**config.mk**
```make
export PLATFORM = sky130hd
export DESIGN_NAME = rv_decode_top
export DESIGN_NICKNAME = d
export VERILOG_FILES = /design/src/verilog/rv_pkg.sv /design/src/verilog/rv_decode_top.sv /design/src/verilog/rv_decode.sv /design/src/verilog/rv_branch_unit.sv /design/src/verilog/rv_alu_ctrl.sv /design/src/verilog/rv_imm_gen.sv /design/src/verilog/rv_reg_file.sv
export SDC_FILE = /design/constraint.sdc
export NUM_CORES = 2
export LEC_CHECK = 0
export BUFFER_PORTS_ARGS = -buffer_cell sky130_fd_sc_hd__buf_4
export CAP_MARGIN = 20
export CORE_AREA = 10 10 380 382
export CTS_BUF_LIST = sky130_fd_sc_hd__clkbuf_2
export CTS_CLUSTER_SIZE = 40
export DETAILED_ROUTE_END_ITERATION = 8
export DIE_AREA = 0 0 390 392
export PLACE_DENSITY = 0.69
export SLEW_MARGIN = 20
export SYNTH_ARGS = -nofsm -noshare
export SYNTH_HDL_FRONTEND = slang
export SYNTH_SLANG_ARGS = --single-unit
```
**constraint.sdc**
```tcl
create_clock -name clk -period 7.55 [get_ports clk]
set_clock_uncertainty 0.05 [all_clocks]
set_input_delay 1.51 -clock clk [delete_from_list [all_inputs] [get_ports clk]]
set_output_delay 1.51 -clock clk [all_outputs]
set_load 0.1 [all_outputs]
```
**src/verilog/rv_pkg.sv**
```systemverilog
// RV32I decode package with word and field typedefs, opcode and ALU codes, pipeline structs
package rv_pkg;

	typedef logic [31:0] word_t;      // Data, address or instruction word
	typedef logic [4:0]  reg_addr_t;  // Register index x0..x31
	typedef logic [6:0]  opcode_t;    // Major opcode, instr[6:0]
	typedef logic [2:0]  func3_t;     // Function field, instr[14:12]
	typedef logic [3:0]  alu_op_t;    // Operation code handed to execute

	// Major opcodes of the RV32I base set
	localparam opcode_t OP_LUI    = 7'b0110111;
	localparam opcode_t OP_AUIPC  = 7'b0010111;
	localparam opcode_t OP_JAL    = 7'b1101111;
	localparam opcode_t OP_JALR   = 7'b1100111;
	localparam opcode_t OP_BRANCH = 7'b1100011;
	localparam opcode_t OP_LOAD   = 7'b0000011;
	localparam opcode_t OP_STORE  = 7'b0100011;
	localparam opcode_t OP_IMM    = 7'b0010011;  // Register-immediate arithmetic
	localparam opcode_t OP_REG    = 7'b0110011;  // Register-register arithmetic

	localparam alu_op_t ALU_ADD    = 4'd0;
	localparam alu_op_t ALU_SUB    = 4'd1;
	localparam alu_op_t ALU_SLL    = 4'd2;
	localparam alu_op_t ALU_SLT    = 4'd3;
	localparam alu_op_t ALU_SLTU   = 4'd4;
	localparam alu_op_t ALU_XOR    = 4'd5;
	localparam alu_op_t ALU_SRL    = 4'd6;
	localparam alu_op_t ALU_SRA    = 4'd7;
	localparam alu_op_t ALU_OR     = 4'd8;
	localparam alu_op_t ALU_AND    = 4'd9;
	localparam alu_op_t ALU_PASS_B = 4'd10;  // Operand B straight through, for LUI

	localparam word_t NOP_INSTR = 32'h0000_0013;  // addi x0, x0, 0

	// ID/EX pipeline bundle, 159 bits
	typedef struct packed {
		logic      valid;
		word_t     pc;
		word_t     rs1_data;
		word_t     rs2_data;
		word_t     imm;
		opcode_t   opcode;
		func3_t    func3;
		alu_op_t   alu_op;
		reg_addr_t rs1;
		reg_addr_t rs2;
		reg_addr_t rd;
		logic      is_jump;   // JAL or JALR, execute writes PC+4 to rd
	} id_ex_t;

	typedef struct packed {
		logic      wr;     // Write strobe from writeback
		reg_addr_t rd;
		word_t     data;
	} wb_t;

	typedef struct packed {
		logic  taken;   // Branch condition holds or jump
		word_t target;
	} br_t;

endpackage
```
**src/verilog/rv_decode_top.sv**
```systemverilog
// Decode stage top level with register file and decode stage instances
module rv_decode_top import rv_pkg::*; (
	input  logic   clk,
	input  logic   rst_n,
	input  logic   i_valid,       // IF/ID slot occupied
	input  word_t  i_instr,
	input  word_t  i_pc,
	input  logic   i_prediction,
	input  logic   i_stall,       // From execute hazard unit
	input  logic   i_fwd_rs1,
	input  logic   i_fwd_rs2,
	input  word_t  i_ex_result,
	input  wb_t    i_wb,          // Writeback register write
	output id_ex_t o_id_ex,
	output logic   o_flush,       // To fetch
	output word_t  o_redirect_pc,
	output logic   o_stall        // Stall passed back to fetch
);

	reg_addr_t rs1_addr;
	reg_addr_t rs2_addr;
	logic      re;
	word_t     rs1_data;
	word_t     rs2_data;

	assign o_stall = i_stall;

	rv_reg_file u_reg_file (
		.clk        (clk),
		.rst_n      (rst_n),
		.i_re       (re),
		.i_rs1_addr (rs1_addr),
		.i_rs2_addr (rs2_addr),
		.i_wb       (i_wb),
		.o_rs1_data (rs1_data),
		.o_rs2_data (rs2_data)
	);

	rv_decode u_decode (
		.clk (clk), .rst_n (rst_n),
		.i_valid (i_valid), .i_instr (i_instr), .i_pc (i_pc),
		.i_prediction (i_prediction), .i_stall (i_stall),
		.i_fwd_rs1 (i_fwd_rs1), .i_fwd_rs2 (i_fwd_rs2), .i_ex_result (i_ex_result),
		.i_rs1_data (rs1_data), .i_rs2_data (rs2_data),
		.o_rs1_addr (rs1_addr), .o_rs2_addr (rs2_addr), .o_re (re),
		.o_id_ex (o_id_ex), .o_flush (o_flush), .o_redirect_pc (o_redirect_pc)
	);

endmodule

```
**src/verilog/rv_decode.sv**
```systemverilog
// Decode stage with field split, branch forwarding, flush and redirect, ID/EX register
module rv_decode import rv_pkg::*; (
	input  logic      clk,
	input  logic      rst_n,
	input  logic      i_valid,       // From IF/ID
	input  word_t     i_instr,
	input  word_t     i_pc,
	input  logic      i_prediction,  // Fetch predicted taken
	input  logic      i_stall,       // Freezes ID/EX
	input  logic      i_fwd_rs1,     // Use EX result for rs1 compare
	input  logic      i_fwd_rs2,
	input  word_t     i_ex_result,
	input  word_t     i_rs1_data,    // From register file
	input  word_t     i_rs2_data,
	output reg_addr_t o_rs1_addr,
	output reg_addr_t o_rs2_addr,
	output logic      o_re,
	output id_ex_t    o_id_ex,
	output logic      o_flush,
	output word_t     o_redirect_pc
);

	word_t     instr;     // Decoded word, NOP when slot is empty
	opcode_t   opcode;
	func3_t    func3;
	reg_addr_t rd;
	word_t     imm;
	alu_op_t   alu_op;
	word_t     rs1_cmp;   // Branch operands after forwarding
	word_t     rs2_cmp;
	br_t       br;
	logic      no_read;   // Formats without source registers
	id_ex_t    id_ex_d;

	// Field split
	assign instr      = i_valid ? i_instr : NOP_INSTR;
	assign opcode     = instr[6:0];
	assign func3      = instr[14:12];
	assign rd         = instr[11:7];
	assign o_rs1_addr = instr[19:15];
	assign o_rs2_addr = instr[24:20];

	assign no_read = (opcode == OP_LUI) || (opcode == OP_AUIPC) || (opcode == OP_JAL);
	assign o_re    = i_valid & ~no_read;

	rv_imm_gen u_imm_gen (
		.i_instr (instr),
		.o_imm   (imm)
	);

	rv_alu_ctrl u_alu_ctrl (
		.i_instr  (instr),
		.o_alu_op (alu_op)
	);

	assign rs1_cmp = i_fwd_rs1 ? i_ex_result : i_rs1_data;  // EX forward for compare
	assign rs2_cmp = i_fwd_rs2 ? i_ex_result : i_rs2_data;

	rv_branch_unit u_branch_unit (
		.i_opcode   (opcode),
		.i_func3    (func3),
		.i_rs1_data (rs1_cmp),
		.i_rs2_data (rs2_cmp),
		.i_pc       (i_pc),
		.i_imm      (imm),
		.o_br       (br)
	);

	// Wrong prediction either way redirects fetch to the resolved path
	assign o_flush       = i_valid & (i_prediction ^ br.taken);
	assign o_redirect_pc = br.taken ? br.target : (i_pc + 32'd4);

	// Next ID/EX contents
	always_comb begin
		id_ex_d.valid    = i_valid;
		id_ex_d.pc       = i_pc;
		id_ex_d.rs1_data = i_rs1_data;  // Register values, execute forwards again
		id_ex_d.rs2_data = i_rs2_data;
		id_ex_d.imm      = imm;
		id_ex_d.opcode   = opcode;
		id_ex_d.func3    = func3;
		id_ex_d.alu_op   = alu_op;
		id_ex_d.rs1      = o_rs1_addr;
		id_ex_d.rs2      = o_rs2_addr;
		id_ex_d.rd       = rd;
		id_ex_d.is_jump  = (opcode == OP_JAL) || (opcode == OP_JALR);
	end

	always_ff @(posedge clk or negedge rst_n) begin
		if (!rst_n)
			o_id_ex <= '0;       // Empty bundle, valid low
		else if (!i_stall)
			o_id_ex <= id_ex_d;  // Hold while stalled
	end

endmodule

```
**src/verilog/rv_branch_unit.sv**
```systemverilog
// Branch condition evaluation, jump detection and target address adder
module rv_branch_unit import rv_pkg::*; (
	input  opcode_t i_opcode,
	input  func3_t  i_func3,
	input  word_t   i_rs1_data,   // Operands after forwarding
	input  word_t   i_rs2_data,
	input  word_t   i_pc,
	input  word_t   i_imm,
	output br_t     o_br
);

	logic  is_jal;
	logic  is_jalr;
	logic  is_branch;
	logic  cond;     // func3 comparison result
	word_t base;     // rs1 for JALR, PC otherwise
	word_t sum;

	assign is_jal    = (i_opcode == OP_JAL);
	assign is_jalr   = (i_opcode == OP_JALR);
	assign is_branch = (i_opcode == OP_BRANCH);

	always_comb begin
		case (i_func3)
			3'b000:  cond = (i_rs1_data == i_rs2_data);                    // BEQ
			3'b001:  cond = (i_rs1_data != i_rs2_data);                    // BNE
			3'b100:  cond = ($signed(i_rs1_data) < $signed(i_rs2_data));   // BLT
			3'b101:  cond = ($signed(i_rs1_data) >= $signed(i_rs2_data));  // BGE
			3'b110:  cond = (i_rs1_data < i_rs2_data);                     // BLTU
			3'b111:  cond = (i_rs1_data >= i_rs2_data);                    // BGEU
			default: cond = 1'b0;  // Reserved encodings never branch
		endcase
	end

	assign base = is_jalr ? i_rs1_data : i_pc;
	assign sum  = base + i_imm;

	assign o_br.taken  = is_jal | is_jalr | (is_branch & cond);
	assign o_br.target = is_jalr ? {sum[31:1], 1'b0} : sum;  // JALR clears bit 0

endmodule

```
**src/verilog/rv_alu_ctrl.sv**
```systemverilog
// ALU operation select from opcode, func3 and funct7 bit 30
module rv_alu_ctrl import rv_pkg::*; (
	input  word_t   i_instr,
	output alu_op_t o_alu_op
);

	opcode_t opcode;
	func3_t  func3;
	logic    bit30;  // funct7[5], SUB and SRA select

	assign opcode = i_instr[6:0];
	assign func3  = i_instr[14:12];
	assign bit30  = i_instr[30];

	// Shared func3 mapping, SUB only allowed for register-register ops
	function automatic alu_op_t arith_op(input func3_t f3, input logic b30,
	                                     input logic is_reg);
		alu_op_t op;
		case (f3)
			3'b000:  op = (is_reg && b30) ? ALU_SUB : ALU_ADD;
			3'b001:  op = ALU_SLL;
			3'b010:  op = ALU_SLT;
			3'b011:  op = ALU_SLTU;
			3'b100:  op = ALU_XOR;
			3'b101:  op = b30 ? ALU_SRA : ALU_SRL;  // SRAI too
			3'b110:  op = ALU_OR;
			default: op = ALU_AND;
		endcase
		return op;
	endfunction

	always_comb begin
		case (opcode)
			OP_REG:    o_alu_op = arith_op(func3, bit30, 1'b1);
			OP_IMM:    o_alu_op = arith_op(func3, bit30, 1'b0);
			OP_BRANCH: o_alu_op = ALU_SUB;     // Compare by subtraction
			OP_LUI:    o_alu_op = ALU_PASS_B;  // Immediate goes straight to rd
			OP_LOAD, OP_STORE, OP_JAL, OP_JALR, OP_AUIPC: begin
				o_alu_op = ALU_ADD;  // Address or PC sums
			end
			default:   o_alu_op = ALU_ADD;
		endcase
	end

endmodule

```
**src/verilog/rv_imm_gen.sv**
```systemverilog
// Immediate generator for the I, S, B, U and J instruction formats
module rv_imm_gen import rv_pkg::*; (
	input  word_t i_instr,
	output word_t o_imm
);

	opcode_t opcode;
	logic    sign;  // Instruction bit 31 is the sign in every format

	assign opcode = i_instr[6:0];
	assign sign   = i_instr[31];

	always_comb begin
		case (opcode)
			OP_IMM, OP_LOAD, OP_JALR: begin
				o_imm = {{20{sign}}, i_instr[31:20]};  // I-type
			end
			OP_STORE: begin
				o_imm = {{20{sign}}, i_instr[31:25], i_instr[11:7]};  // S-type
			end
			OP_BRANCH: begin
				// B-type, offset in units of two bytes
				o_imm = {{19{sign}}, sign, i_instr[7], i_instr[30:25],
				         i_instr[11:8], 1'b0};
			end
			OP_LUI, OP_AUIPC: begin
				o_imm = {i_instr[31:12], 12'b0};  // U-type, upper 20 bits
			end
			OP_JAL: begin
				o_imm = {{11{sign}}, sign, i_instr[19:12], i_instr[20],
				         i_instr[30:21], 1'b0};  // J-type
			end
			default: begin
				o_imm = '0;  // R-type and unknown opcodes
			end
		endcase
	end

endmodule

```
**src/verilog/rv_reg_file.sv**
```systemverilog
// Register file with 32 x 32-bit registers, two bypassed read ports and one write port
module rv_reg_file import rv_pkg::*; (
	input  logic      clk,
	input  logic      rst_n,
	input  logic      i_re,          // Read enable, low gives zero data
	input  reg_addr_t i_rs1_addr,
	input  reg_addr_t i_rs2_addr,
	input  wb_t       i_wb,          // Write port from writeback
	output word_t     o_rs1_data,
	output word_t     o_rs2_data
);

	word_t regs [32];  // Architectural state
	logic  wr_ok;      // Write that actually lands

	assign wr_ok = i_wb.wr && (i_wb.rd != 5'd0);  // x0 stays zero

	always_ff @(posedge clk or negedge rst_n) begin
		if (!rst_n) begin
			for (int i = 0; i < 32; i++) begin
				regs[i] <= '0;
			end
		end else if (wr_ok) begin
			regs[i_wb.rd] <= i_wb.data;
		end
	end

	// Combinational reads, a write in the same cycle is forwarded
	always_comb begin
		o_rs1_data = '0;
		o_rs2_data = '0;
		if (i_re) begin
			if (i_rs1_addr == 5'd0)
				o_rs1_data = '0;                        // Hardwired zero
			else if (wr_ok && (i_wb.rd == i_rs1_addr))
				o_rs1_data = i_wb.data;                 // Write-through
			else
				o_rs1_data = regs[i_rs1_addr];
			if (i_rs2_addr == 5'd0)
				o_rs2_data = '0;
			else if (wr_ok && (i_wb.rd == i_rs2_addr))
				o_rs2_data = i_wb.data;
			else
				o_rs2_data = regs[i_rs2_addr];
		end
	end

endmodule

```
== Word-level counts from Yosys, hierarchy flattened ==
Index checks and enable logic that the tools add are counted.
Operators by class
  reductions and logical operators: 13
  add/sub/neg operators: 2
  order comparisons: 8
  equal/unequal tests: 20
  muxes and demuxes: 28
  bitwise operators: 10
Operators with widths (count)
  $bwmux 1024: 1
  $mux 32: 16
  $bmux 32 s5: 2
  $demux 32 s5: 1
  $pmux 32 s5: 1
  $ge 32x32->1: 2
  $lt 32x32->1: 2
  $pmux 4 s7: 2
  $add 32x3->32 const B: 1
  $add 32x32->32: 1
  $eq 32x32->1: 1
  $ne 32x32->1: 1
  $eq 7x6->1 const B: 3
  $eq 7x7->1 const B: 3
  $ge 6x6->1 const B: 3
  $not 5->6: 3
  $pmux 4 s4: 1
  $eq 7x5->1 const B: 2
  $eq 3x3->1 const B: 4
  $eq 5x5->1: 2
  $logic_not 5->1: 2
  $eq 7x2->1 const B: 1
  $eq 3x2->1 const B: 2
  $lt 6x1->1 const B: 1
  13 further kinds: 23
Storage, ports and cells
  output and inout port bits: 193
  input bits: 141
  register bits after elaboration: 1183
  logic and storage cells: 125

== Logic depth before layout (Yosys ltp) ==
  depth in word-level cells: 15
  depth in mapped cells: 27
  mapped depth without buffers: 21

== Modules after synthesis ==
A second synthesis with hierarchy kept.
Second synthesis, totals
  cell total of the unflattened synthesis: 4737
  area, all modules: 66428.7 µm²
By module, submodules not included
  rv_reg_file: cells an instance 3638, area each 54942.7 µm², sequential area each 25624.6 µm², instances 1
  rv_decode: cells an instance 628, area each 7883.8 µm², sequential area each 3978.8 µm², instances 1
  rv_branch_unit: cells an instance 371, area each 2889.0 µm², sequential area each 0.0 µm², instances 1
  rv_imm_gen: cells an instance 79, area each 546.8 µm², sequential area each 0.0 µm², instances 1
  rv_alu_ctrl: cells an instance 20, area each 158.9 µm², sequential area each 0.0 µm², instances 1
  rv_decode_top: cells an instance 1, area each 7.5 µm², sequential area each 0.0 µm², instances 1

== Worst setup path before layout ==
No wires, ideal clock.
  kind: input port to output port
  start point: input i_instr[15]
  end point: output o_redirect_pc[22]
  arrival time: 7885 ps
  buffers on the path: 4
  data required time: 5990 ps
  cell stages on the path: 24
  path slack: -1895 ps
  cell sequence: buf_6 > and2_4 > buf_6 > buf_6 > buf_4 > mux4_2 > a2111oi_0 > a21oi_1 > o211ai_1 > a21oi_1 > mux2i_1 > a21oi_1 > ha_1 > fa_1 > a211oi_1 > o31ai_4 > a21oi_1 > o211ai_2 > and2_1 > a21o_1 > a21o_1 > a21oi_1 > xor2_1 > o21ai_0
Between the ends
  longest elaborated chain between the ends: 14
  elaborated cells on any way between the ends: 25
  classes of those cells: add/sub (1); order compare (4); eq/ne (3); mux (12); bitwise (3); reduce/logical (2)
Ends and longest elaborated chain
  start: declaration: RTL line rv_decode_top.sv:6  | input word_t i_instr,
  $mux 32 (*): RTL line rv_decode.sv:36  | assign instr = i_valid ? i_instr : NOP_INSTR;
  $not 5->6 (not written as such): RTL line rv_reg_file.sv:38  | o_rs1_data = regs[i_rs1_addr];
  $bmux 32 s5: RTL line rv_reg_file.sv:38
  $mux 32 (not written as such) (2 in series): RTL line rv_reg_file.sv:38
  $mux 32: RTL line rv_reg_file.sv:35  | else if (wr_ok && (i_wb.rd == i_rs1_addr))
  $mux 32: RTL line rv_reg_file.sv:33  | if (i_rs1_addr == 5'd0)
  $mux 32: RTL line rv_reg_file.sv:32  | if (i_re) begin
  $mux 32: RTL line rv_decode.sv:56  | assign rs1_cmp = i_fwd_rs1 ? i_ex_result : i_rs1_data;
  $ge 32x32->1 (tied with other cells): RTL line rv_branch_unit.sv:30  | 3'b111: cond = (i_rs1_data >= i_rs2_data);
  $pmux 1 s6: RTL line rv_branch_unit.sv:24  | case (i_func3)
  $and 1x1->1: RTL line rv_branch_unit.sv:38  | assign o_br.taken = is_jal | is_jalr | (is_branch & cond);
  $or 1x1->1: RTL line rv_branch_unit.sv:38
  $mux 32 (*): RTL line rv_decode.sv:71  | assign o_redirect_pc = br.taken ? br.target : (i_pc + 32'd4);
  end: declaration: RTL line rv_decode_top.sv:16  | output word_t o_redirect_pc,
Mark *: on every way between the ends. The rest lies on a longest branch, timed or not. The select of a mux whose other input is x is not followed.

== Final worst setup path ==
  start point: input i_valid
  end point: output o_redirect_pc[28]
Between the ends
  longest elaborated chain between the ends: 14
  elaborated cells on any way between the ends: 57
  classes of those cells: add/sub (1); order compare (4); eq/ne (17); mux (19); bitwise (7); reduce/logical (9)
Ends and longest elaborated chain
  start: declaration: RTL line rv_decode_top.sv:5  | input logic i_valid,
  $mux 32: RTL line rv_decode.sv:36
  $not 5->6, on equally long branches: RTL line rv_reg_file.sv:38, rv_reg_file.sv:44
  $bmux 32 s5, on equally long branches: RTL line rv_reg_file.sv:38, rv_reg_file.sv:44
  $mux 32, on equally long branches (2 in series): RTL line rv_reg_file.sv:38, rv_reg_file.sv:44
  $mux 32, on equally long branches: RTL line rv_reg_file.sv:35, rv_reg_file.sv:41
  $mux 32, on equally long branches: RTL line rv_reg_file.sv:33, rv_reg_file.sv:39
  $mux 32: RTL line rv_reg_file.sv:32
  $mux 32, on equally long branches: RTL line rv_decode.sv:56, rv_decode.sv:57
  $ge 32x32->1 (tied with other cells): RTL line rv_branch_unit.sv:30
  $pmux 1 s6: RTL line rv_branch_unit.sv:24
  $and 1x1->1: RTL line rv_branch_unit.sv:38
  $or 1x1->1: RTL line rv_branch_unit.sv:38
  $mux 32 (*): RTL line rv_decode.sv:71
Marks and branches as above.

==> reports/metrics.cfg <==
[status]
status = finished with violations
violations = DRC, setup timing

[clocking]
cts_tree = built
htreeDepth = 5
cts_max_path_buffers = 4
cts-root-buf = clkbuf_2
numClockSinks = 1183
clkSlewWorstSetupHoldPaths_ps = 90
clk_latency_ps = 1820
cts_buffers = 325

[placement]
pre_cts_ws_ps = -1450
dp.final_hpwl_mm = 187
gp_congestion = 0.980
numPortBuffers = 333

[sta]
finalCriticalPeriod_ps = 8220
finalHoldWorstSlack_ps = 153
clock.fmax_mhz = 122
rsz0062_at_grt = yes
final_hold_viol_count = 0
setup_ws_ps = -672
setup_viol = 33
relSlewSlack_pct = 16.6
worst_pin_slew_ps = 1250
drv_slew = 0
finalCritPeriodShare_pct = 109

[synth]
synth-seq-cells = 1183
syn_avg_cell_area_um2 = 10.1
ys.flop_type = dfrtp_1
synth_cell_types = 78
synth_edf_count = 0
synth_area_leaders = dfrtp_1, mux2_2, nand2_1, mux2i_1, clkbuf_1
syn_inst = 6678
yosys_warnings = 0
synthArstFlopShare_pct = 100
synth_top_cell_by_area = dfrtp_1
ys_seq_area_share_pct = 43.7
synthesis.area_um2 = 67700
syn_nets = 6884
yosys.area.top_type_share_pct = 43.7

[final_layout]
fin_nets = 7890
mostFrequentLayoutCells = dfrtp_1, mux2_2, buf_4
syn_to_final_growth_pct = 25.7
final_common_cell = dfrtp_1
layout-drive-gt1-share_pct = 41.5

[worst_setup_path]
critPathMaxFanout = 8
criticalPathCategory = input port to output port
start_kind = input port
cp_common_cell = buf_12
cp.required_ps = 5990
cp.arrival_ps = 6660
worst_setup_path_end_kind = output port
slowest_stage = nor4_4
slowest_delay_ps = 420

[power]
leakagePower_uw = 0.0383
ir_drop_uv = 181
p_per_area_nw_per_um2 = 215

[die]
rows = 136
io_pins = 334
dieWidth_um = 390
die_h_um = 392
die_area_um2 = 153000
start_util_pct = 49.5
core-area_um2 = 137000

[route]
drc = 5
firstDrtPassIters = 9
drt-total-wl_mm = 294
via_per_inst = 6.66
drt-wirelength-per-cell_um = 30.3
drt-initial-drc-count = 9432
ant_nets = 0
num_vias = 64600

[global_routing]
grt_use_met1_pct = 44.9
grt_util_met3_pct = 14.3
grt.busiest_layer = met2
grt_pass1_wl_mm = 421
grt_max_degree = 186
grt_overflow_total = 0
grtUsageMet2_pct = 53.1
grt_pass1_vias = 63700
antenna_found_initial = 30
grt_usage_pct = 36.8

[job]
cap_violations = 0

[min_path]
min_path_type = input port to register

critical path: cells and delay by family:
family | cells | cell delay, ps
compound gates | 7 | 1210
fa+ha+maj | 1 | 300
buf+inv | 13 | 2030
mux | 1 | 70
simple gates | 8 | 1460
registers in the layout, summed over array words and instances, names as in the netlist:
signal / count
u_decode.o_id_ex: 159
u_reg_file.regs: 1024
worst paths after layout:
check | from | endpoint | slack, ps | cells past startpoint
setup / recovery | i_valid | o_redirect_pc[28] | -670 | 30
hold / removal | i_instr[2] | u_decode.o_id_ex[25] | 150 | 4
setup reg to reg | u_reg_file.regs[318] | u_decode.o_id_ex[124] | 4950 | 11
hold reg to reg | u_reg_file.regs[1020] | u_reg_file.regs[1020] | 360 | 0
max in group asynchronous | rst_n | u_reg_file.regs[419] | 5340 | 3
min in group asynchronous | rst_n | u_reg_file.regs[955] | 380 | 2
area by class of cell:
class / count / area [um^2]
well taps: 1794 / 2240
repair buffers: 1352 / 13100
multi-input cells: 4805 / 37500
flip-flops and latches: 1183 / 29600
fillers: 10900 / 51600
clock inverters: 60 / 263
clock buffers: 460 / 2300
diodes: 24 / 60.1
inverters: 17 / 66.3
cells in the mapped netlist (13+ instances only):
cell,number
dfrtp_1,1183
mux2_2,1123
nand2_1,966
clkbuf_1,454
mux2i_1,351
nor2_1,276
o21ai_0,235
a21oi_1,227
a211oi_1,209
a31oi_1,206
nor2b_1,197
nand3_1,127
buf_2,109
nor3_1,102
a221oi_1,97
o22ai_1,90
buf_1,82
ha_1,64
o31ai_1,46
a22oi_1,43
xnor2_1,43
o31a_1,34
a22o_1,32
a32oi_1,30
a21o_1,28
mux4_2,26
nand4_1,24
xor2_1,22
buf_4,21
a2111oi_0,20
a311oi_1,20
o21ai_1,19
o211ai_1,18
inv_1,15
and3_1,14
nand2b_1,13
where the power goes:
group          switching [uW]  total, uW  internal, uW
clock network            2810       4450          1640
registers                 888       8330          7440
logic                    3050       5500          2450
total                    6750      18300         11500
logic make-up (layout without fill, tap and decap cells):
family | count (synthesis) | after routing | synth area share [%]
adder cells (fa/ha/maj) | 65 | 65 | 1.21
buffers and inverters | 690 | 1889 | 4.22
flip-flops | 1183 | 1183 | 43.7
AO/OA/AOI/OAI | 1416 | 1416 | 14.0
multiplexers | 1500 | 1500 | 24.7
other | 0 | 24 | 0
AND/OR/NAND/NOR | 1759 | 1759 | 11.3
XOR/XNOR | 65 | 65 | 0.840
through the flow:
step	cell area (um^2)	utilization [%]	power, uW	TNS, ps	cells
floorplan	68400	-	11400	-647	6678
global placement	78400	57.3	13200	-45010	8985
detailed placement	78400	57.3	13400	-44340	8985
CTS	83900	61.3	17900	-17170	9635
global route	85200	62.3	19000	-24380	9688
finish	85200	62.3	18300	-20630	9695
timing repair:
| action | 4_1_cts | 5_1_grt |
|---|---|---|
| endpoints found under the setup margin | 33 | 33 |
| hold buffers | 40 | 0 |
| endpoints found under the hold margin | 129 | 0 |
| gates resized for setup | 347 | 193 |
| pin swaps | 96 | 136 |
| cloned | 12 | 6 |
| setup buffers | 84 | 36 |
per-layer routing:
layer / up-vias / wire length [um] / share of wire [%]
met1: 31500 / 106000 / 36
met3: 1382 / 42400 / 14
met2: 5190 / 123000 / 42
li1: 26500 / - / -
met5: - / 110 / 0.037
met4: 16 / 23000 / 7.8
No activity file was read; power rests on OpenSTA's default activity.
